$ cat src/rtl/mem_pkg.sv
package mem_pkg;

	// ####################
	// Data types.
	// ####################

	typedef logic [31:0] word_t;

	// One write enable per byte lane, lane 0 is bits 7..0.
	typedef logic [3:0] byte_sel_t;

	// Bit 3 marks a store, bit 2 an unsigned load, bits 1..0 the size.
	typedef enum logic [3:0] {
		OP_LB  = 4'b0000,
		OP_LH  = 4'b0001,
		OP_LW  = 4'b0010,
		OP_LBU = 4'b0100,
		OP_LHU = 4'b0101,
		OP_SB  = 4'b1000,
		OP_SH  = 4'b1001,
		OP_SW  = 4'b1010
	} mem_op_e;

	// ####################
	// Configuration map.
	// ####################

	typedef enum logic [1:0] {
		CFG_GUARD_EN  = 2'd0,
		CFG_WP_LIMIT  = 2'd1,
		CFG_FAULT_CNT = 2'd2
	} cfg_addr_e;

	localparam int FAULT_CNT_W = 8;

endpackage
$ cat src/rtl/mem_cfg_regs.sv
module mem_cfg_regs import mem_pkg::*; (
	input  logic      clk,
	input  logic      rst_n_i,
	input  logic      cfg_we_i,
	input  cfg_addr_e cfg_addr_i,
	input  word_t     cfg_wdata_i,
	output word_t     cfg_rdata_o,
	output logic      guard_en_o,
	output word_t     wp_limit_o,
	input  logic      fault_i
);

	localparam logic [FAULT_CNT_W-1:0] CNT_MAX = '1;

	logic                   guard_en_q;
	word_t                  wp_limit_q;
	logic [FAULT_CNT_W-1:0] fault_cnt_q;
	logic                   cnt_clr;

	assign cnt_clr = cfg_we_i && (cfg_addr_i == CFG_FAULT_CNT);

	// ####################
	// Registers.
	// ####################

	always_ff @(posedge clk or negedge rst_n_i) begin
		if (!rst_n_i) begin
			guard_en_q  <= 1'b0;
			wp_limit_q  <= '0;
			fault_cnt_q <= '0;
		end else begin
			if (cfg_we_i && cfg_addr_i == CFG_GUARD_EN) begin
				guard_en_q <= cfg_wdata_i[0];
			end
			if (cfg_we_i && cfg_addr_i == CFG_WP_LIMIT) begin
				wp_limit_q <= cfg_wdata_i;
			end
			// Clear beats a same-cycle fault.
			if (cnt_clr) begin
				fault_cnt_q <= '0;
			end else if (fault_i && fault_cnt_q != CNT_MAX) begin
				fault_cnt_q <= fault_cnt_q + 1'b1;
			end
		end
	end

	assign guard_en_o = guard_en_q;
	assign wp_limit_o = wp_limit_q;

	always_comb begin
		case (cfg_addr_i)
			CFG_GUARD_EN:  cfg_rdata_o = {31'b0, guard_en_q};
			CFG_WP_LIMIT:  cfg_rdata_o = wp_limit_q;
			CFG_FAULT_CNT: cfg_rdata_o = word_t'(fault_cnt_q);
			default:       cfg_rdata_o = '0;
		endcase
	end

	a_cnt_mono: assert property (@(posedge clk) disable iff (!rst_n_i)
		!cnt_clr |=> fault_cnt_q >= $past(fault_cnt_q));

endmodule

$ cat config.mk
export PLATFORM = sky130hd
export DESIGN_NAME = mem_cfg_regs
export DESIGN_NICKNAME = d
export VERILOG_FILES = /design/src/rtl/mem_pkg.sv /design/src/rtl/mem_cfg_regs.sv
export SDC_FILE = /design/constraint.sdc
export NUM_CORES = 1
export LEC_CHECK = 0
export BUFFER_PORTS_ARGS = -buffer_cell sky130_fd_sc_hd__buf_2
export CAP_MARGIN = 40
export CORE_MARGIN = 2
export CORE_UTILIZATION = 35
export CTS_CLUSTER_SIZE = 40
export DETAILED_ROUTE_END_ITERATION = 8
export GPL_TIMING_DRIVEN = 0
export PLACE_DENSITY = 0.66
export SETUP_SLACK_MARGIN = 0.2
export SYNTH_ARGS = -nofsm -noshare
export SYNTH_HDL_FRONTEND = slang
export SYNTH_SLANG_ARGS = --single-unit
$ cat constraint.sdc
create_clock -name clk -period 1.7 [get_ports clk]
set_clock_uncertainty 0.2 [all_clocks]
set_input_delay 0 -clock clk [delete_from_list [all_inputs] [get_ports clk]]
set_output_delay 0 -clock clk [all_outputs]
set_load 0.1 [all_outputs]
==> flow_summary.yaml <==
outcome:
  status: "complete, but fails checks"
  violations: "negative hold slack"
worst_hold_path:
  min_path_type: "input port to register"
  holdPathStages: 3
yosys:
  synth-seq-cells: 41
  netlist_top_cells_area: "dfrtp_1 (50%), mux2_4 (22%), and2_1 (7.3%)"
  synth_nets: 195
  ys_types: 33
  yosysTopAreaCell: "dfrtp_1"
  syn_area_um2: 2060
  yosysWarnings: 0
  synth_top_area_share_pct: 49.8
  ys_seq_area_share_pct: 49.8
  synth_cells: 156
  synth.avg_cell_area_um2: 13.2
final_layout:
  final_common_cell: "buf_2"
  fin_cells: 382
  layout_common_cells: "buf_2 (70), dlygate4sd3_1 (36), dfrtp_2 (34)"
  n_antenna_cell: 0
  fin_util_pct: 61.1
  fillCellCount: 437
  multi_input_area_um2: 1080
  num-nets-final: 348
  drive_gt1_share_pct: 75.5
  syn_to_final_growth_pct: 66.3
  regArea_um2: 1070
  design_area_um2: 3430
power_and_ir_drop:
  leakage_uw: 0.00169
  power_density_nw_per_um2: 1370
  ir_drop_mv: 0.841
detailed_routing:
  vias: 1846
  vias_per_cell: 4.83
  wirelength_um: 5930
  drtPass1Iterations: 4
  drc_errors: 0
  ant_nets: 0
  drtIter0Drc: 46
  wl_per_cell_um: 15.5
floorplanning:
  core-area_um2: 5610
  io_pins: 103
  die_w_um: 80.7
  start_util_pct: 36.7
  rows: 27
  dieArea_um2: 6510
  die_h_um: 80.7
worst_setup_path:
  cp_max_fo: 4
  path_buf_inv: 0
  start_kind: "register"
  slowest_stage: "dfrtp_1"
  cpLargestDelayFamily: "simple AND/OR/NAND/NOR gates"
  worstPathArrival_ns: 1.63
  cpPeakStageDelay_ns: 0.43
  cp.required_ns: 1.72
  endpoint_kind: "register"
  worst-path-stages: 5
  worst-setup-path-type: "register to register"
  path_cells: "ha_4, nand3_4, o21ai_4, or4_4, a21oi_2"
  r2r_cells: 5
placed_design:
  gp_congestion: 0.761
  hpwlAfterDp_um: 3830
  dp_slack_ns: -0.0253
  placedCellCount: 331
  io_buffers: 102
  dpl-instance-area_um2: 2780
sta:
  max_slew.worst_pin.slew_ns: 0.500
  setup_violations: 0
  hold_viol_final: 4
  fin_crit_sh_pct: 94.7
  rsz0062_at_grt: "yes"
  relSlewSlack_pct: 66.9
  drv_slew: 0
  post-route-worst-setup-slack_ns: 0.0896
  max_freq_ghz: 0.621
  finalCriticalPeriod_ns: 1.61
  hold_slack_ns: -0.107
grt:
  grt_pass1_wl_um: 9040
  grt_antenna_before_repair: 0
  track_usage_pct: 18.1
  grt_max_degree: 24
  grt_pass1_vias: 1802
  overflow: 0
clocking:
  cts_sinks: 41
  clk_pin_slew_ns: 0.08
  holdBufCountCts: 36
  root_buffer: "clkbuf_8"
  cts_buffers: 5
  cts_htree_levels: 2
  clk_latency_ns: 0.29
  cts_tree: "built"
  cts_buffer_depth: 2
flow_run:
  drv_cap: 0
area by class of cell:
class                   instances  share of cell area, %
multi-input cells             107                   31.6
well taps                      72                   2.63
flip-flops and latches         41                   31.2
clock buffers                   5                   2.01
inverters                       1                  0.110
plain buffers                   7                   1.50
repair buffers                146                   30.4
clock inverters                 3                  0.511
cell usage after synthesis:
| library cell | n |
|---|---|
| dfrtp_1 | 41 |
| mux2_4 | 30 |
| and2_1 | 24 |
| a22o_1 | 7 |
| nand3_1 | 6 |
| a21oi_1 | 4 |
| clkbuf_1 | 4 |
| buf_6 | 3 |
| mux2_2 | 3 |
| nand2_1 | 3 |
| o21ai_0 | 3 |
| a31oi_1 | 2 |
| and4_1 | 2 |
| nor2_1 | 2 |
| nor2b_1 | 2 |
| nor3_1 | 2 |
| nor3b_1 | 2 |
| and2b_2 | 1 |
| and3b_1 | 1 |
| ha_1 | 1 |
| inv_1 | 1 |
| mux2i_1 | 1 |
| nand2_2 | 1 |
| nand3_2 | 1 |
| nand3b_1 | 1 |
| nand4_1 | 1 |
| nand4_2 | 1 |
| o211a_1 | 1 |
| o21ai_2 | 1 |
| o31a_1 | 1 |
| o31ai_1 | 1 |
| or4_1 | 1 |
| xor2_1 | 1 |
per-stage QoR:
stage	setup TNS, ns	total power [uW]
5_1_grt	0	4890
3_3_place_gp	-0.335	3780
6_report	0	4690
3_5_place_dp	-0.0989	3800
4_1_cts	0	4630
2_1_floorplan	0	3410
logic make-up after synthesis:
logic type      after synthesis  synth area share [%]
compound gates               20                  6.99
xor+xnor                      1                 0.425
fa+ha+maj                     1                 0.607
buf+inv                       8                  2.55
flops                        41                  49.8
mux                          34                  24.0
simple gates                 51                  15.6
metal layers:
layer / GRT usage [%] / up-vias / routed length (um) / part of all wire (%)
met1: 22.6 / 895 / 2600 / 44
met4: 3.22 / 0 / 68 / 1.1
met2: 32.0 / 77 / 2880 / 49
met5: 0 / - / 0 / 0
met3: 4.38 / 8 / 382 / 6.4
li1: - / 866 / - / -
where the power goes:
group	switching, uW	internal (uW)
registers	204	1200
logic	1980	680
clock network	345	284
sequential cells by signal, indices dropped and copies added (netlist names):
name and count:
fault_cnt_q 8, guard_en_o 1, wp_limit_o 32
path summary, 6_finish.rpt:
check,startpoint,endpoint,slack (ns)
worst max register to register,fault_cnt_q[1]$_DFFE_PN0P_,fault_cnt_q[5]$_DFFE_PN0P_,0.09
worst min register to register,wp_limit_o[8]$_DFFE_PN0P_,wp_limit_o[8]$_DFFE_PN0P_,0.33
min in group asynchronous,rst_n_i,wp_limit_o[10]$_DFFE_PN0P_,0
worst max-delay path,fault_cnt_q[1]$_DFFE_PN0P_,fault_cnt_q[5]$_DFFE_PN0P_,0.09
worst min-delay path,fault_i,fault_cnt_q[2]$_DFFE_PN0P_,-0.11
max in group asynchronous,rst_n_i,wp_limit_o[4]$_DFFE_PN0P_,0.80
worst reg2reg max path, stage by stage, from the launching register on:
cell,delay [ns]
dfrtp_1,0.43
ha_4,0.20
nand3_4,0.09
o21ai_4,0.07
or4_4,0.42
a21oi_2,0.14
repair_timing:
item	4_1_cts	5_1_grt
hold endpoints to repair	81	3
resized for setup	32	17
setup buffers	5	2
pin swaps	1	9
setup endpoints to repair	35	22
No activity file was read; power rests on OpenSTA's default activity.
