$ cat config.mk
export PLATFORM = sky130hd
export DESIGN_NAME = lsu_align_flat
export DESIGN_NICKNAME = d
export VERILOG_FILES = /design/src/rtl/mem_pkg.sv /design/src/rtl/mem_bus_if.sv /design/src/rtl/lsu_align.sv /design/src/flat_wrapper.sv
export SDC_FILE = /design/constraint.sdc
export NUM_CORES = 1
export LEC_CHECK = 0
export ABC_CLOCK_PERIOD_IN_PS = 1800
export BUFFER_PORTS_ARGS = -buffer_cell sky130_fd_sc_hd__buf_2
export CAP_MARGIN = 20
export CELL_PAD_IN_SITES_DETAIL_PLACEMENT = 0
export CELL_PAD_IN_SITES_GLOBAL_PLACEMENT = 1
export CORE_MARGIN = 10
export CORE_UTILIZATION = 21
export DETAILED_ROUTE_END_ITERATION = 7
export GPL_ROUTABILITY_DRIVEN = 0
export PLACE_DENSITY_LB_ADDON = 0.1
export SYNTH_ARGS = -nofsm -noshare
export SYNTH_HDL_FRONTEND = slang
export SYNTH_SLANG_ARGS = --single-unit
$ cat constraint.sdc
create_clock -name vclk -period 1.8
set_input_delay 0.18 -clock vclk [all_inputs]
set_output_delay 0.18 -clock vclk [all_outputs]
set_load 0.02 [all_outputs]
$ cat src/rtl/mem_pkg.sv
package mem_pkg;

	// ####################
	// Data types.
	// ####################

	typedef logic [31:0] word_t;

	// One write enable per byte lane, lane 0 is bits 7..0.
	typedef logic [3:0] byte_sel_t;

	// Bit 3 marks a store, bit 2 an unsigned load, bits 1..0 the size.
	typedef enum logic [3:0] {
		OP_LB  = 4'b0000,
		OP_LH  = 4'b0001,
		OP_LW  = 4'b0010,
		OP_LBU = 4'b0100,
		OP_LHU = 4'b0101,
		OP_SB  = 4'b1000,
		OP_SH  = 4'b1001,
		OP_SW  = 4'b1010
	} mem_op_e;

	// ####################
	// Configuration map.
	// ####################

	typedef enum logic [1:0] {
		CFG_GUARD_EN  = 2'd0,
		CFG_WP_LIMIT  = 2'd1,
		CFG_FAULT_CNT = 2'd2
	} cfg_addr_e;

	localparam int FAULT_CNT_W = 8;

endpackage
$ cat src/rtl/mem_bus_if.sv
interface mem_bus_if import mem_pkg::*; (
	input logic clk
);

	logic      ce;
	logic      we;
	byte_sel_t sel;
	word_t     addr;
	// Store data, already on its lanes.
	word_t     wdata;
	word_t     rdata;

	modport lsu (input clk, input rdata, output ce, output we, output sel, output addr,
		output wdata);

	modport ram (input ce, input we, input sel, input addr, input wdata, output rdata);

endinterface

$ cat src/rtl/lsu_align.sv
module lsu_align import mem_pkg::*; (
	input  logic    req_i,
	input  mem_op_e op_i,
	input  word_t   addr_i,
	input  word_t   wdata_i,
	input  logic    guard_en_i,
	input  word_t   wp_limit_i,
	output word_t   load_data_o,
	output logic    misalign_o,
	output logic    fault_o,
	mem_bus_if.lsu  bus
);

	localparam logic [1:0] SZ_BYTE = 2'd0;
	localparam logic [1:0] SZ_HALF = 2'd1;
	localparam logic [1:0] SZ_WORD = 2'd2;

	logic       is_load;
	logic       is_store;
	logic       sign_ext;
	logic [1:0] size;
	logic       access;
	word_t      rd_shifted;

	// ####################
	// Operation decode.
	// ####################

	always_comb begin
		is_load  = 1'b0;
		is_store = 1'b0;
		sign_ext = 1'b0;
		size     = SZ_WORD;
		case (op_i)
			OP_LB: begin
				is_load  = 1'b1;
				sign_ext = 1'b1;
				size     = SZ_BYTE;
			end
			OP_LBU: begin
				is_load = 1'b1;
				size    = SZ_BYTE;
			end
			OP_LH: begin
				is_load  = 1'b1;
				sign_ext = 1'b1;
				size     = SZ_HALF;
			end
			OP_LHU: begin
				is_load = 1'b1;
				size    = SZ_HALF;
			end
			OP_LW: is_load = 1'b1;
			OP_SB: begin
				is_store = 1'b1;
				size     = SZ_BYTE;
			end
			OP_SH: begin
				is_store = 1'b1;
				size     = SZ_HALF;
			end
			OP_SW: is_store = 1'b1;
			default: ;
		endcase
	end

	// Misalignment wins over the store guard.
	assign misalign_o = req_i && (is_load || is_store) &&
		((size == SZ_HALF && addr_i[0]) || (size == SZ_WORD && addr_i[1:0] != 2'b00));
	assign fault_o = req_i && is_store && !misalign_o && guard_en_i && (addr_i < wp_limit_i);
	assign access = req_i && (is_load || is_store) && !misalign_o && !fault_o;

	// ####################
	// Lane alignment.
	// ####################

	always_comb begin
		case (size)
			SZ_BYTE: bus.sel = 4'b0001 << addr_i[1:0];
			SZ_HALF: bus.sel = 4'b0011 << addr_i[1:0];
			default: bus.sel = 4'b1111;
		endcase
		if (!access) begin
			bus.sel = '0;
		end
	end

	assign bus.ce    = access;
	assign bus.we    = access && is_store;
	assign bus.addr  = addr_i;
	assign bus.wdata = wdata_i << {addr_i[1:0], 3'b000};

	// Addressed byte or halfword moves down to bit 0.
	assign rd_shifted = bus.rdata >> {addr_i[1:0], 3'b000};

	always_comb begin
		case (size)
			SZ_BYTE: load_data_o = {{24{sign_ext & rd_shifted[7]}}, rd_shifted[7:0]};
			SZ_HALF: load_data_o = {{16{sign_ext & rd_shifted[15]}}, rd_shifted[15:0]};
			default: load_data_o = rd_shifted;
		endcase
		if (!(access && is_load)) begin
			load_data_o = '0;
		end
	end

	a_sel_legal: assert property (@(posedge bus.clk)
		bus.ce |-> bus.sel inside {4'b0001, 4'b0010, 4'b0100, 4'b1000,
			4'b0011, 4'b1100, 4'b1111});

endmodule

$ cat src/flat_wrapper.sv
// flat-port wrapper written by rule: the top's interface ports become plain ports
module lsu_align_flat import mem_pkg::*;
  (req_i, op_i, addr_i, wdata_i, guard_en_i, wp_limit_i, load_data_o, misalign_o, fault_o, clk, bus_rdata, bus_ce, bus_we, bus_sel, bus_addr, bus_wdata);
  mem_bus_if bus_i (.clk(clk));
  input  logic req_i;
  input  mem_op_e op_i;
  input  word_t addr_i;
  input  word_t wdata_i;
  input  logic guard_en_i;
  input  word_t wp_limit_i;
  output word_t load_data_o;
  output logic misalign_o;
  output logic fault_o;
  input wire logic clk;
  input wire logic [$bits(bus_i.rdata)-1:0] bus_rdata;
  output wire logic [$bits(bus_i.ce)-1:0] bus_ce;
  output wire logic [$bits(bus_i.we)-1:0] bus_we;
  output wire logic [$bits(bus_i.sel)-1:0] bus_sel;
  output wire logic [$bits(bus_i.addr)-1:0] bus_addr;
  output wire logic [$bits(bus_i.wdata)-1:0] bus_wdata;
  assign bus_i.rdata = bus_rdata;
  assign bus_ce = bus_i.ce;
  assign bus_we = bus_i.we;
  assign bus_sel = bus_i.sel;
  assign bus_addr = bus_i.addr;
  assign bus_wdata = bus_i.wdata;
  lsu_align u_core (.req_i(req_i), .op_i(op_i), .addr_i(addr_i), .wdata_i(wdata_i), .guard_en_i(guard_en_i), .wp_limit_i(wp_limit_i), .load_data_o(load_data_o), .misalign_o(misalign_o), .fault_o(fault_o), .bus(bus_i));
endmodule
==> results.json <==
{
  "grt_max_degree": 50,
  "routed_wl_mm": 12.73,
  "seq_cells": 0,
  "path_cells": "buf_2, inv_1, ha_4, and4_1, nand2_2, or4_4, a31oi_4, a211oi_4, buf_12, a211oi_4, buf_6",
  "max_freq_ghz": 0.4525,
  "setup_violations": 39,
  "synth_cell_types": 37,
  "grt_pass1_wl_mm": 19.88,
  "die_w_um": 128.3,
  "layout_min_cycle_time_ns": 2.210,
  "antenna_left": 0,
  "cpMostUsedCell": "a211oi_4",
  "slowest_stage": "or4_4",
  "worst_pin_slew_ns": 0.4444,
  "diodes": 0,
  "period_share": 1.228,
  "die_height_um": 128.3,
  "routedLengthMet1_mm": 5.296,
  "report.final.hold_viol_count": 0,
  "cp_max_fo": 6,
  "yosysSeqAreaShare": 0,
  "worstPathRequired_ns": 1.62,
  "first_global_vias": 3618,
  "peakVddDrop_uv": 108.1,
  "yosys-top-cells-area": "ha_1 16%, mux2i_1 10%, buf_4 9.8%, a211oi_1 8.8%, nand2_1 7.6%",
  "clkbuf_count": 0,
  "firstDrtPassIters": 4,
  "critPathTopFamily": "simple AND/OR/NAND/NOR gates",
  "syn_area_um2": 2462,
  "postSynthCellCount": 376,
  "rsz0062_at_grt": "true",
  "post-dp-hpwl_mm": 10.13,
  "wl_per_cell_um": 16.60,
  "min_path_type": "in2out",
  "cp-start-kind": "primary input",
  "coreArea_um2": 11470,
  "critical_path_class": "in2out",
  "port-buffer-count": 238,
  "status": "complete, but fails checks",
  "fp-row-count": 39,
  "slew_violations": 0,
  "hold_path_startpoint": "addr_i[6]",
  "start_util": 0.2147,
  "synth_top_area_share": 0.1575,
  "total_power_uw": 1217,
  "cpPeakStageDelay_ns": 0.44,
  "cp_num_buf_inv": 4,
  "multi_input_area_um2": 2599,
  "setup_slack_ns": -0.4098,
  "wl_met3_mm": 1.152,
  "regArea_um2": 0,
  "dr.first_iter.drc_count": 114,
  "io_pins": 239,
  "yosysWarnings": 0,
  "pwr_density_cell_nw_per_um2": 235.4,
  "drc": 0,
  "routed_via_density": 4.554,
  "track_usage": 0.1437,
  "p_leak_uw": 0.002489,
  "final_net_count": 792,
  "fp.dieArea_um2": 16460,
  "top_layer": "met4",
  "route.vias.total": 3493,
  "final_layout_size_suffix_gt1_frac": 0.6250,
  "end_kind": "output port",
  "crit_arrival_ns": 2.03,
  "fillers": 1207,
  "cap_violations": 0,
  "relSlewSlack": 0.7027,
  "grt-ovfl-total": 0,
  "wl_met2_mm": 6.236,
  "synth_nets": 542,
  "hold_buffers": 0,
  "hold_depth": 2,
  "syn_to_final_growth_pct": 110.0,
  "synth_top_cell_by_area": "ha_1",
  "syn_avg_cell_area_um2": 6.549,
  "antenna_found_initial": 0,
  "whs_endpoint": "bus_addr[6]",
  "failed_checks": "setup timing",
  "dp_slack_ns": -0.7202
}
-- cells in the mapped netlist (all sizes together) --
library cell  number
mux2               8
and2               9
o21bai             1
nor4               1
nand3b             1
nand2b             2
nand4              2
clkbuf            14
or4                2
ha                31
a21oi             42
o21ai             24
a21boi             1
nor3b              1
nor2b             20
nor2              15
a2111oi            2
a2bb2oi            1
mux2i             25
inv               32
and4               3
o21a               1
a221oi             1
nor3               5
a31oi              1
nand2             50
a21o               3
nand4b             1
nand3              5
buf               42
a211oi            30
-- timing repair --
action	4_1_cts	5_1_grt
pin swaps	25	14
buffers inserted	22	5
resized for setup	159	28
endpoints found under the setup margin	54	39
gates cloned	4	0
-- report_power, final --
part	total, uW	switching [uW]	internal, uW
Sequential	0	0	0
Clock	0	0	0
Combinational	1220	638	580
-- stage by stage --
stage	hold slack [ns]	instances	TNS, ns	util	instance area [um^2]
2_1_floorplan	0.4726	376	-2.606	-	2744
3_3_place_gp	0.6027	739	-15.97	0.3571	4095
3_5_place_dp	0.6039	739	-16.00	0.3571	4095
4_1_cts	0.5923	765	-7.984	0.4395	5040
5_1_grt	0.5965	767	-8.865	0.4508	5170
6_report	0.5903	767	-6.375	0.4508	5170
-- routing by layer --
layer  GRT usage  vias up
li1            -     1785
met1      0.1791     1581
met2      0.2558      123
met3     0.03309        4
met4    0.005960        0
met5           0        -
-- how the worst max path moves through the flow --
stage | cells past startpoint | slack [ns] | startpoint | to
after CTS | 10 | -0.50 | addr_i[7] | bus_sel[2]
after global routing | 12 | -0.48 | wp_limit_i[29] | bus_ce
after floorplan | 8 | -0.36 | wp_limit_i[29] | bus_we
after global placement | 9 | -0.70 | addr_i[14] | bus_sel[2]
after detailed placement | 9 | -0.72 | wp_limit_i[5] | fault_o
final | 11 | -0.41 | wp_limit_i[10] | bus_sel[2]
-- cells by family after synthesis --
kind of cell | count (synthesis) | share of synthesized area
AND/OR/NAND/NOR | 117 | 0.2322
AO/OA/AOI/OAI | 107 | 0.2795
buffers and inverters | 88 | 0.1926
multiplexers | 33 | 0.1382
adder cells (fa/ha/maj) | 31 | 0.1575
-- final cells by class --
cell class,instances,share of cell area
Timing Repair Buffer,304,0.4361
Tap cell,143,0.03461
Multi-Input combinational cell,288,0.5027
Inverter,32,0.02662
-- cells in the final DEF (no fill, tap or decap), types with 3 or more instances in the layout --
cell / Yosys / routed
a211oi_1: 29 / 19
a211oi_2: 1 / 6
a211oi_4: 0 / 5
a21o_1: 3 / 3
a21oi_1: 31 / 16
a21oi_4: 0 / 25
and2_1: 8 / 8
buf_12: 0 / 13
buf_2: 7 / 186
buf_4: 32 / 50
buf_6: 2 / 48
buf_8: 0 / 4
ha_1: 31 / 21
ha_4: 0 / 10
inv_1: 32 / 25
inv_2: 0 / 4
mux2_2: 8 / 8
mux2i_1: 25 / 23
nand2_1: 50 / 48
nand3_1: 5 / 3
nor2_1: 15 / 13
nor2b_1: 20 / 18
o21ai_0: 24 / 21
(Power assumes the default switching activity.)
